**config.mk**
```make
export PLATFORM = sky130hd
export DESIGN_NAME = mipsLite
export DESIGN_NICKNAME = d
export VERILOG_FILES = /design/src/source/mipsPkg.sv /design/src/source/stageIfs.sv /design/src/source/fetchStage.sv /design/src/source/regFile.sv /design/src/source/hazardUnit.sv /design/src/source/decodeStage.sv /design/src/source/executeStage.sv /design/src/source/memWbStage.sv /design/src/source/mipsLite.sv
export SDC_FILE = /design/constraint.sdc
export NUM_CORES = 2
export LEC_CHECK = 0
export BUFFER_PORTS_ARGS = -buffer_cell sky130_fd_sc_hd__buf_2
export CORE_ASPECT_RATIO = 0.9
export CORE_UTILIZATION = 57
export CTS_BUF_LIST = sky130_fd_sc_hd__clkbuf_16
export CTS_CLUSTER_SIZE = 10
export DETAILED_ROUTE_END_ITERATION = 10
export PLACE_DENSITY = 0.83
export SLEW_MARGIN = 20
export SYNTH_ARGS = -nofsm -noshare
export SYNTH_HDL_FRONTEND = slang
export SYNTH_SLANG_ARGS = --single-unit
```
**constraint.sdc**
```tcl
create_clock -name clk -period 7.15 [get_ports clk]
set_input_delay 1.7875 -clock clk [delete_from_list [all_inputs] [get_ports clk]]
set_output_delay 1.7875 -clock clk [all_outputs]
set_load 0.03 [all_outputs]
```
**src/source/mipsPkg.sv**
```systemverilog
package mipsPkg;

	// Primary opcode field, MIPS encodings
	typedef enum logic [5:0] {
		opSpecial = 6'h00,
		opBeq     = 6'h04,
		opBne     = 6'h05,
		opAddiu   = 6'h09,
		opOri     = 6'h0d,
		opLui     = 6'h0f,
		opLw      = 6'h23,
		opSw      = 6'h2b
	} opcodeE;

	// R-type function field
	typedef enum logic [5:0] {
		fnAddu = 6'h21,
		fnSubu = 6'h23,
		fnAnd  = 6'h24,
		fnOr   = 6'h25,
		fnSlt  = 6'h2a
	} functE;

	typedef enum logic [2:0] {
		aluAdd,
		aluSub,
		aluAnd,
		aluOr,
		aluSlt,
		aluLui
	} aluOpE;

	// Operand source for forwarding
	typedef enum logic [1:0] {
		fwdReg,
		fwdMem,
		fwdWb
	} fwdSelE;

endpackage

```
**src/source/stageIfs.sv**
```systemverilog
`timescale 1ns/10ps

interface decExIf;
	logic [31:0] pc;
	mipsPkg::aluOpE aluOp;
	logic [31:0] rsVal;
	logic [31:0] rtVal;
	logic [31:0] imm32;
	logic useImm;
	logic [4:0] rs;
	logic [4:0] rt;
	logic [4:0] dest;
	logic regWrite;
	logic memRead;
	logic memWrite;

	modport source(output pc, aluOp, rsVal, rtVal, imm32, useImm, rs, rt, dest,
		regWrite, memRead, memWrite);
	modport sink(input pc, aluOp, rsVal, rtVal, imm32, useImm, rs, rt, dest,
		regWrite, memRead, memWrite);
endinterface

interface exMemIf;
	logic [31:0] pc;
	logic [31:0] aluResult;
	logic [4:0] dest;
	logic regWrite;
	logic memRead;

	modport source(output pc, aluResult, dest, regWrite, memRead);
	modport sink(input pc, aluResult, dest, regWrite, memRead);
endinterface

interface memWbIf;
	logic [31:0] pc;
	logic [31:0] result;
	logic [4:0] dest;
	logic regWrite;

	modport source(output pc, result, dest, regWrite);
	modport sink(input pc, result, dest, regWrite);
endinterface

```
**src/source/fetchStage.sv**
```systemverilog
`timescale 1ns/10ps

module fetchStage #(
	parameter logic [31:0] resetPc = 32'hBFC00000
) (
	input  logic        clk,
	input  logic        rstN,
	input  logic        stall,
	input  logic        branchTaken,
	input  logic [31:0] branchTarget,
	input  logic [31:0] instSramRdata,
	output logic        instSramEn,
	output logic [31:0] instSramAddr,
	output logic [31:0] idPc,
	output logic [31:0] idInstr
);
	logic [31:0] pc;
	logic [31:0] nextPc;
	logic fetchValid;

	always_comb begin
		if (stall) begin
			nextPc = pc;
		end else if (branchTaken) begin
			nextPc = branchTarget;
		end else begin
			nextPc = pc + 32'd4;
		end
	end

	// Fetch runs whenever the core is out of reset
	assign instSramEn = rstN;
	assign instSramAddr = nextPc;

	always_ff @(posedge clk or negedge rstN) begin
		if (!rstN) begin
			pc <= resetPc - 32'd4;
			fetchValid <= 1'b0;
			idPc <= '0;
			idInstr <= '0;
		end else begin
			pc <= nextPc;
			fetchValid <= 1'b1;
			if (!stall) begin
				idPc <= pc;
				// Nothing was requested for resetPc - 4, so pass a no-op
				idInstr <= fetchValid ? instSramRdata : 32'd0;
			end
		end
	end

	// Branch targets from decode keep word alignment
	aInstAligned: assert property (@(posedge clk) disable iff (!rstN)
		instSramAddr[1:0] == 2'b00);

endmodule

```
**src/source/regFile.sv**
```systemverilog
`timescale 1ns/10ps

module regFile (
	input  logic        clk,
	input  logic        rstN,
	input  logic [4:0]  rdAddrA,
	input  logic [4:0]  rdAddrB,
	output logic [31:0] rdDataA,
	output logic [31:0] rdDataB,
	memWbIf.sink        wb
);
	logic [31:0] regs [0:31];

	// Write-first, so a writeback in this cycle is seen by decode
	function automatic logic [31:0] readReg(input logic [4:0] addr);
		if (addr == 5'd0) begin
			return 32'd0;
		end
		if (wb.regWrite && wb.dest == addr) begin
			return wb.result;
		end
		return regs[addr];
	endfunction

	always_comb begin
		rdDataA = readReg(rdAddrA);
		rdDataB = readReg(rdAddrB);
	end

	always_ff @(posedge clk or negedge rstN) begin
		if (!rstN) begin
			for (int i = 0; i < 32; i++) begin
				regs[i] <= '0;
			end
		end else if (wb.regWrite && wb.dest != 5'd0) begin
			regs[wb.dest] <= wb.result;
		end
	end

endmodule

```
**src/source/hazardUnit.sv**
```systemverilog
`timescale 1ns/10ps

module hazardUnit (
	input  logic            clk,
	input  logic            rstN,
	input  logic [4:0]      idRs,
	input  logic [4:0]      idRt,
	input  logic            idUsesRt,
	input  logic            idIsBranch,
	decExIf.sink            de,
	exMemIf.sink            em,
	memWbIf.sink            wb,
	output logic            stall,
	output mipsPkg::fwdSelE fwdA,
	output mipsPkg::fwdSelE fwdB,
	output mipsPkg::fwdSelE fwdBrA,
	output mipsPkg::fwdSelE fwdBrB
);
	logic memWr;
	logic wbWr;
	logic exHit;

	// Register 0 is never a forwarding target
	assign memWr = em.regWrite && em.dest != 5'd0;
	assign wbWr = wb.regWrite && wb.dest != 5'd0;

	// Memory stage wins over writeback, it is the younger result
	function automatic mipsPkg::fwdSelE pickFwd(input logic [4:0] src, input logic allowWb);
		if (memWr && em.dest == src) begin
			return mipsPkg::fwdMem;
		end
		if (allowWb && wbWr && wb.dest == src) begin
			return mipsPkg::fwdWb;
		end
		return mipsPkg::fwdReg;
	endfunction

	always_comb begin
		fwdA = pickFwd(de.rs, 1'b1);
		fwdB = pickFwd(de.rt, 1'b1);
		// Decode reads writeback through the register file bypass
		fwdBrA = pickFwd(idRs, 1'b0);
		fwdBrB = pickFwd(idRt, 1'b0);
	end

	assign exHit = de.regWrite && de.dest != 5'd0 &&
		(de.dest == idRs || (idUsesRt && de.dest == idRt));
	assign stall = exHit && (de.memRead || idIsBranch);

	// The bubble behind a stall can never cause a second one
	aStallOnce: assert property (@(posedge clk) disable iff (!rstN)
		stall |=> !stall);

endmodule

```
**src/source/decodeStage.sv**
```systemverilog
`timescale 1ns/10ps

module decodeStage (
	input  logic            clk,
	input  logic            rstN,
	input  logic [31:0]     idPc,
	input  logic [31:0]     idInstr,
	input  logic            stall,
	input  mipsPkg::fwdSelE fwdBrA,
	input  mipsPkg::fwdSelE fwdBrB,
	input  logic [31:0]     memResult,
	output logic            branchTaken,
	output logic [31:0]     branchTarget,
	output logic [4:0]      idRs,
	output logic [4:0]      idRt,
	output logic            idUsesRt,
	output logic            idIsBranch,
	decExIf.source          de,
	memWbIf.sink            wb
);
	mipsPkg::opcodeE opcode;
	mipsPkg::functE funct;
	mipsPkg::aluOpE aluOp;
	logic [31:0] rdA;
	logic [31:0] rdB;
	logic [31:0] brA;
	logic [31:0] brB;
	logic [31:0] imm32;
	logic [4:0] dest;
	logic useImm;
	logic signExt;
	logic regWrite;
	logic memRead;
	logic memWrite;
	logic isBne;

	assign opcode = mipsPkg::opcodeE'(idInstr[31:26]);
	assign funct = mipsPkg::functE'(idInstr[5:0]);
	assign idRs = idInstr[25:21];
	assign idRt = idInstr[20:16];

	regFile uRegFile (
		.clk(clk), .rstN(rstN),
		.rdAddrA(idRs), .rdAddrB(idRt),
		.rdDataA(rdA), .rdDataB(rdB),
		.wb(wb)
	);

	always_comb begin
		aluOp = mipsPkg::aluAdd;
		useImm = 1'b0;
		signExt = 1'b1;
		dest = idInstr[20:16];
		regWrite = 1'b0;
		memRead = 1'b0;
		memWrite = 1'b0;
		idUsesRt = 1'b0;
		idIsBranch = 1'b0;
		case (opcode)
			mipsPkg::opSpecial: begin
				dest = idInstr[15:11];
				idUsesRt = 1'b1;
				regWrite = 1'b1;
				case (funct)
					mipsPkg::fnAddu: aluOp = mipsPkg::aluAdd;
					mipsPkg::fnSubu: aluOp = mipsPkg::aluSub;
					mipsPkg::fnAnd:  aluOp = mipsPkg::aluAnd;
					mipsPkg::fnOr:   aluOp = mipsPkg::aluOr;
					mipsPkg::fnSlt:  aluOp = mipsPkg::aluSlt;
					default:         regWrite = 1'b0;
				endcase
			end
			mipsPkg::opAddiu: begin
				useImm = 1'b1;
				regWrite = 1'b1;
			end
			mipsPkg::opOri: begin
				aluOp = mipsPkg::aluOr;
				useImm = 1'b1;
				signExt = 1'b0;
				regWrite = 1'b1;
			end
			mipsPkg::opLui: begin
				aluOp = mipsPkg::aluLui;
				useImm = 1'b1;
				signExt = 1'b0;
				regWrite = 1'b1;
			end
			mipsPkg::opLw: begin
				useImm = 1'b1;
				regWrite = 1'b1;
				memRead = 1'b1;
			end
			mipsPkg::opSw: begin
				useImm = 1'b1;
				memWrite = 1'b1;
				idUsesRt = 1'b1;
			end
			mipsPkg::opBeq, mipsPkg::opBne: begin
				idIsBranch = 1'b1;
				idUsesRt = 1'b1;
			end
			// Anything else retires as a no-op
			default: ;
		endcase
	end

	assign imm32 = signExt ? {{16{idInstr[15]}}, idInstr[15:0]} : {16'd0, idInstr[15:0]};

	// Branch compare
	assign brA = (fwdBrA == mipsPkg::fwdMem) ? memResult : rdA;
	assign brB = (fwdBrB == mipsPkg::fwdMem) ? memResult : rdB;
	assign isBne = (opcode == mipsPkg::opBne);
	assign branchTarget = idPc + 32'd4 + {{14{idInstr[15]}}, idInstr[15:0], 2'b00};
	assign branchTaken = idIsBranch && !stall && ((brA == brB) != isBne);

	always_ff @(posedge clk or negedge rstN) begin
		if (!rstN) begin
			de.regWrite <= 1'b0;
			de.memRead <= 1'b0;
			de.memWrite <= 1'b0;
		end else begin
			// Stall sends a bubble
			de.regWrite <= regWrite && !stall;
			de.memRead <= memRead && !stall;
			de.memWrite <= memWrite && !stall;
		end
	end

	always_ff @(posedge clk) begin
		de.pc <= idPc;
		de.aluOp <= aluOp;
		de.rsVal <= rdA;
		de.rtVal <= rdB;
		de.imm32 <= imm32;
		de.useImm <= useImm;
		de.rs <= idRs;
		de.rt <= idRt;
		de.dest <= dest;
	end

	aNoBranchInStall: assert property (@(posedge clk) disable iff (!rstN)
		stall |-> !branchTaken);

endmodule

```
**src/source/executeStage.sv**
```systemverilog
`timescale 1ns/10ps

module executeStage (
	input  logic            clk,
	input  logic            rstN,
	input  mipsPkg::fwdSelE fwdA,
	input  mipsPkg::fwdSelE fwdB,
	input  logic [31:0]     memResult,
	decExIf.sink            de,
	memWbIf.sink            wb,
	exMemIf.source          em,
	output logic            dataSramEn,
	output logic [3:0]      dataSramWen,
	output logic [31:0]     dataSramAddr,
	output logic [31:0]     dataSramWdata
);
	logic [31:0] opA;
	logic [31:0] opB;
	logic [31:0] aluB;
	logic [31:0] aluResult;

	function automatic logic [31:0] fwdMux(input mipsPkg::fwdSelE sel, input logic [31:0] regVal,
			input logic [31:0] memVal, input logic [31:0] wbVal);
		case (sel)
			mipsPkg::fwdMem: return memVal;
			mipsPkg::fwdWb:  return wbVal;
			default:         return regVal;
		endcase
	endfunction

	assign opA = fwdMux(fwdA, de.rsVal, memResult, wb.result);
	assign opB = fwdMux(fwdB, de.rtVal, memResult, wb.result);
	assign aluB = de.useImm ? de.imm32 : opB;

	always_comb begin
		case (de.aluOp)
			mipsPkg::aluSub: aluResult = opA - aluB;
			mipsPkg::aluAnd: aluResult = opA & aluB;
			mipsPkg::aluOr:  aluResult = opA | aluB;
			mipsPkg::aluSlt: aluResult = {31'd0, $signed(opA) < $signed(aluB)};
			mipsPkg::aluLui: aluResult = {aluB[15:0], 16'd0};
			default:         aluResult = opA + aluB;
		endcase
	end

	// LW and SW decode to aluAdd, so this is rsVal plus imm32
	assign dataSramAddr = aluResult;
	assign dataSramEn = de.memRead || de.memWrite;
	assign dataSramWen = {4{de.memWrite}};
	assign dataSramWdata = opB;

	always_ff @(posedge clk or negedge rstN) begin
		if (!rstN) begin
			em.regWrite <= 1'b0;
			em.memRead <= 1'b0;
		end else begin
			em.regWrite <= de.regWrite;
			em.memRead <= de.memRead;
		end
	end

	always_ff @(posedge clk) begin
		em.pc <= de.pc;
		em.aluResult <= aluResult;
		em.dest <= de.dest;
	end

	aWenWhole: assert property (@(posedge clk) disable iff (!rstN)
		dataSramWen inside {4'h0, 4'hf});
	// A store never turns into a register write downstream
	aStoreNoWb: assert property (@(posedge clk) disable iff (!rstN)
		(|dataSramWen) |=> !em.regWrite);

endmodule

```
**src/source/memWbStage.sv**
```systemverilog
`timescale 1ns/10ps

module memWbStage (
	input  logic        clk,
	input  logic        rstN,
	input  logic [31:0] dataSramRdata,
	exMemIf.sink        em,
	memWbIf.source      wb,
	output logic [31:0] memResult,
	output logic [31:0] debugWbPc,
	output logic [3:0]  debugWbRfWen,
	output logic [4:0]  debugWbRfWnum,
	output logic [31:0] debugWbRfWdata
);
	// Load data arrives from the SRAM in this stage
	assign memResult = em.memRead ? dataSramRdata : em.aluResult;

	always_ff @(posedge clk or negedge rstN) begin
		if (!rstN) begin
			wb.regWrite <= 1'b0;
		end else begin
			wb.regWrite <= em.regWrite;
		end
	end

	always_ff @(posedge clk) begin
		wb.pc <= em.pc;
		wb.result <= memResult;
		wb.dest <= em.dest;
	end

	// Debug trace
	assign debugWbPc = wb.pc;
	assign debugWbRfWen = {4{wb.regWrite}};
	assign debugWbRfWnum = wb.dest;
	assign debugWbRfWdata = wb.result;

endmodule

```
**src/source/mipsLite.sv**
```systemverilog
`timescale 1ns/10ps

module mipsLite #(
	parameter logic [31:0] resetPc = 32'hBFC00000
) (
	input  logic        clk,
	input  logic        rstN,
	input  logic [31:0] instSramRdata,
	input  logic [31:0] dataSramRdata,
	output logic        instSramEn,
	output logic [31:0] instSramAddr,
	output logic        dataSramEn,
	output logic [3:0]  dataSramWen,
	output logic [31:0] dataSramAddr,
	output logic [31:0] dataSramWdata,
	output logic [31:0] debugWbPc,
	output logic [3:0]  debugWbRfWen,
	output logic [4:0]  debugWbRfWnum,
	output logic [31:0] debugWbRfWdata
);
	logic stall;
	logic branchTaken;
	logic [31:0] branchTarget;
	logic [31:0] idPc;
	logic [31:0] idInstr;
	logic [31:0] memResult;
	logic [4:0] idRs;
	logic [4:0] idRt;
	logic idUsesRt;
	logic idIsBranch;
	mipsPkg::fwdSelE fwdA;
	mipsPkg::fwdSelE fwdB;
	mipsPkg::fwdSelE fwdBrA;
	mipsPkg::fwdSelE fwdBrB;

	decExIf deBus ();
	exMemIf emBus ();
	memWbIf wbBus ();

	fetchStage #(.resetPc(resetPc)) uFetch (
		.clk(clk), .rstN(rstN), .stall(stall),
		.branchTaken(branchTaken), .branchTarget(branchTarget),
		.instSramRdata(instSramRdata), .instSramEn(instSramEn),
		.instSramAddr(instSramAddr), .idPc(idPc), .idInstr(idInstr)
	);

	decodeStage uDecode (
		.clk(clk), .rstN(rstN), .idPc(idPc), .idInstr(idInstr), .stall(stall),
		.fwdBrA(fwdBrA), .fwdBrB(fwdBrB), .memResult(memResult),
		.branchTaken(branchTaken), .branchTarget(branchTarget),
		.idRs(idRs), .idRt(idRt), .idUsesRt(idUsesRt), .idIsBranch(idIsBranch),
		.de(deBus), .wb(wbBus)
	);

	executeStage uExecute (
		.clk(clk), .rstN(rstN), .fwdA(fwdA), .fwdB(fwdB), .memResult(memResult),
		.de(deBus), .wb(wbBus), .em(emBus),
		.dataSramEn(dataSramEn), .dataSramWen(dataSramWen),
		.dataSramAddr(dataSramAddr), .dataSramWdata(dataSramWdata)
	);

	memWbStage uMemWb (
		.clk(clk), .rstN(rstN), .dataSramRdata(dataSramRdata),
		.em(emBus), .wb(wbBus), .memResult(memResult),
		.debugWbPc(debugWbPc), .debugWbRfWen(debugWbRfWen),
		.debugWbRfWnum(debugWbRfWnum), .debugWbRfWdata(debugWbRfWdata)
	);

	hazardUnit uHazard (
		.clk(clk), .rstN(rstN), .idRs(idRs), .idRt(idRt),
		.idUsesRt(idUsesRt), .idIsBranch(idIsBranch),
		.de(deBus), .em(emBus), .wb(wbBus), .stall(stall),
		.fwdA(fwdA), .fwdB(fwdB), .fwdBrA(fwdBrA), .fwdBrB(fwdBrB)
	);

endmodule

```
==> results.toml <==
[status]
status = "complete, but fails checks"
violations = "DRC, setup timing"

[pwr]
leakagePower_uw = 0.04259
swShare_pct = 32.34
power.share.sequential_pct = 41.8
power_density_mw_per_mm2 = 236.3
p_clk_share_pct = 34.3
p_sw_uw = 7065
intPower_uw = 14780
combPwrFrac_pct = 23.9
vdd_drop_max_uv = 334.9

[clock_tree]
path_clk_slew_ns = 0.06
cts_buffer_depth = 3
htreeDepth = 4
cts_tree = "done"
clk_latency_ns = 0.84
cts.sinks = 1397
numCtsBuffers = 160
root_buffer = "clkbuf_16"

[drt]
drt_first_pass_iters = 11
drt_iter0_drc = 10139
drcViolationCount = 1
vias = 64051
wl_per_cell_um = 34.87
antenna_left = 0
wirelength_mm = 300.5
vias_per_cell = 7.434

[critical_path]
path_cells = "buf_12 > buf_16 > buf_12 > mux2i_1 > a221oi_1 > o21ai_0 > a21oi_1 > a311oi_1 > a21oi_1 > buf_4 > xnor2_1 > a22oi_1 > buf_4 > nor4b_2 > buf_4 > nand4_1 > mux2i_4 > buf_6 > nor2_4 > buf_6 > buf_6 > mux2i_2 > a211oi_2 > buf_4"
crit_buf_inv = 10
r2r_slack_ns = 1.63
worst_path_max_delay_cell = "a221oi_1"
path_max_fanout = 21
rr_worst_depth = 26
rr_endpoint = "uFetch.pc[16]$_DFF_PN1_"
crit_arrival_ns = 6.23
end_kind = "primary output"
cp.depth = 24
crit_required_ns = 5.36
cp-start-kind = "flip-flop"
r2r_start = "uFetch.idInstr[21]$_DFFE_PN0N_"
worst_path_most_repeated_cell = "buf_4"
path_class = "reg -> out"
cpPeakStageDelay_ns = 0.59
crit_family = "compound AO/OA/AOI/OAI gates"

[synthesis]
synth_cells = 6113
synth.distinct_cells = 110
ys_warn_count = 0
syn_area_mm2 = 0.07644
seq_area_frac_synth_pct = 44.01
synth_edf_count = 0
yosysMostFrequentCell = "dfrtp_1"
ys.flop_type = "dfrtp_1"
synth_fp_nets = 6336
synth.top_cells.by_count = "1099 x dfrtp_1, 1033 x mux2_2, 442 x mux4_2, 372 x nand2_1, 346 x clkbuf_1"
synth_area_per_cell_um2 = 12.50
synth_area_leader_cell = "dfrtp_1"
synthArstFlopShare_pct = 80.67
yosys-top-cells-area = "dfrtp_1 36%, mux2_2 15%, mux4_2 13%"
ys_ff_latch = 1397
synth_top_area_share_pct = 35.98

[sta]
fin_ws_ns = -0.8712
slew-limit-headroom_pct = 19.63
setup_viol = 54
worst_slew_pin_slew_ns = 1.206
finClkSkew_ns = 0.04891
fin_crit_sh_pct = 112.2
period_minus_slack_ns = 8.021
fmax_mhz = 124.7
final_hold_viol_count = 0
rsz0062_at_grt = "yes"
drv_slew = 0

[global_route]
overflow = 0
grt_pass1_wl_mm = 421.0
antenna_found_initial = 19
grt_pass1_vias = 63065
grt_max_degree = 196
grt_use_total_pct = 42.40

[flow_run]
cap_viol_max_count = 0

[floorplanning]
die_h_um = 349.4
core_mm2 = 0.1332
start_util_pct = 57.40
rows = 127
ios = 241
die_x_um = 388.0
dieArea_mm2 = 0.1356

[cells_and_area]
syn2layout_area_growth_pct = 20.94
final_util_pct = 69.43
final_cells = 8616
final_nets = 7013
drive_gt1_share_pct = 47.05
fin_area_mm2 = 0.09245

[place]
io_buffers = 240
place.gp.congestion = 1.011
dp_cells = 8151
place_area_mm2 = 0.08270
dp_hpwl_mm = 176.7

[min_path]
min-delay-start = "uExecute.em.pc[31]$_DFF_P_"
worstHoldPathCells = 0
worstHoldEndpoint = "uMemWb.debugWbPc[31]$_DFF_P_"
holdCritPathClass = "reg -> reg"
[final cells by class]
class	count	area (um2)
Clock buffer	164	4104
Inverter	157	601.8
Timing Repair Buffer	1080	9557
Fill cell	8273	40710
Clock inverter	73	397.9
Antenna cell	10	25.02
Multi-Input combinational cell	3994	41900
Sequential cell	1397	33690
Tap cell	1741	2178
[sequential cells by signal, summed over array words and instances, names as in the netlist, 3 cells and up]
| register | flops |
|---|---|
| uDecode.uRegFile.regs | 1024 |
| uDecode.de.pc | 32 |
| uDecode.de.rsVal | 32 |
| uDecode.de.rtVal | 32 |
| uExecute.em.aluResult | 32 |
| uExecute.em.pc | 32 |
| uFetch.idInstr | 32 |
| uFetch.idPc | 32 |
| uFetch.pc | 32 |
| uMemWb.debugWbPc | 32 |
| uMemWb.debugWbRfWdata | 32 |
| uDecode.de.imm32 | 17 |
| uDecode.de.dest | 5 |
| uDecode.de.rs | 5 |
| uDecode.de.rt | 5 |
| uExecute.em.dest | 5 |
| uMemWb.debugWbRfWnum | 5 |
| uDecode.de.aluOp | 3 |
[stage by stage]
step / setup slack [ns] / total power (uW) / TNS [ns] / hold slack, ns
finish: -0.8712 / 21850 / -30.55 / 0.3241
global route: -0.7682 / 22320 / -30.97 / 0.3307
CTS: -0.4520 / 21210 / -14.61 / 0.3245
detailed placement: -0.7565 / 13380 / -8.483 / 0.3121
global placement: -0.7207 / 13260 / -7.411 / 0.3101
floorplan: -0.04988 / 11650 / -0.1587 / 0.3096
[layout by cell type, fill, tap and decap left out, drive strengths merged, types with 15 or more instances in the layout]
| master | synthesis | routed |
|---|---|---|
| a221o | 23 | 23 |
| o22a | 17 | 17 |
| dfrtp | 1099 | 1099 |
| o31ai | 17 | 17 |
| mux4 | 472 | 472 |
| nand3 | 104 | 104 |
| xor2 | 38 | 38 |
| clkinv | 3 | 16 |
| a31oi | 16 | 16 |
| a22oi | 118 | 118 |
| nand2b | 32 | 32 |
| o21a | 15 | 15 |
| and3 | 27 | 27 |
| o22ai | 78 | 78 |
| buf | 213 | 1070 |
| a21oi | 204 | 204 |
| o21ai | 217 | 217 |
| nand2 | 372 | 372 |
| a221oi | 65 | 65 |
| xnor2 | 73 | 73 |
| inv | 154 | 213 |
| mux2i | 225 | 225 |
| o21bai | 20 | 20 |
| a22o | 35 | 35 |
| a21o | 47 | 47 |
| and2 | 18 | 18 |
| o211ai | 20 | 20 |
| nor2b | 51 | 51 |
| mux2 | 1033 | 1033 |
| or2 | 14 | 17 |
| ha | 154 | 154 |
| clkbuf | 354 | 169 |
| nor2 | 192 | 192 |
| dfstp | 28 | 28 |
| nand4 | 15 | 15 |
| nor4 | 23 | 23 |
| o221ai | 15 | 15 |
| nor3 | 58 | 58 |
| dfxtp | 270 | 270 |
| a211oi | 33 | 33 |
[what timing repair did]
action                                  CTS  global route
pin swaps                               168           150
cloned                                   18             4
endpoints found under the setup margin   56            57
resized for setup                       471           249
hold buffers                              0             0
buffers inserted                        138            77
[kinds of logic after synthesis]
| kind of cell | count (synthesis) | share of synthesized area, % |
|---|---|---|
| buf+inv | 725 | 4.717 |
| fa+ha+maj | 157 | 2.599 |
| flops | 1397 | 44.01 |
| other cells | 1 | 0.004906 |
| mux | 1730 | 32.23 |
| compound gates | 1038 | 9.304 |
| xor+xnor | 111 | 1.272 |
| simple gates | 954 | 5.857 |
[worst register-to-register path: stages, from the launching register on]
cell and delay (ns):
dfrtp_4 0.55, buf_12 0.23, buf_16 0.19, buf_12 0.23, mux2i_1 0.11, a221oi_1 0.59, o21ai_0 0.28, a21oi_1 0.22
a311oi_1 0.07, a21oi_1 0.28, buf_4 0.19, xnor2_1 0.12, a22oi_1 0.11, buf_4 0.19, nor4b_2 0.25, buf_4 0.16
nand4_1 0.13, mux2i_4 0.30, buf_6 0.17, nor2_4 0.06, buf_6 0.17, buf_12 0.14, a22oi_2 0.13, o211ai_1 0.15
buf_4 0.16, buf_4 0.12, buf_4 0.12
[layer usage]
layer  vias to the layer above  share of wire [%]  track usage [%]
li1                      24254                  -                -
met1                     31728                 34            52.52
met2                      6057                 42            60.10
met3                      1986                 16            18.76
met4                        26                8.6            27.85
met5                         -              0.098           0.6294
[how the worst max path moves through the flow]
stage	slack (ns)	startpoint	to
CTS	-0.45	uMemWb.debugWbRfWnum[3]$_DFF_P_	dataSramAddr[31]
finish	-0.87	uFetch.idInstr[21]$_DFFE_PN0N_	instSramAddr[23]
global placement	-0.72	dataSramRdata[1]	dataSramAddr[31]
floorplan	-0.05	dataSramRdata[1]	dataSramAddr[29]
detailed placement	-0.76	dataSramRdata[1]	dataSramAddr[31]
global route	-0.77	uFetch.idInstr[21]$_DFFE_PN0N_	instSramAddr[23]
[power by group through the flow]
stage	clock, uW	sequential (uW)	combinational [uW]
after floorplan	0	9240	2420
after global placement	0	9140	4130
after detailed placement	0	9170	4200
after CTS	7390	9060	4760
after global routing	7740	9170	5410
final	7480	9140	5230
No activity file was read; power rests on OpenSTA's default activity.
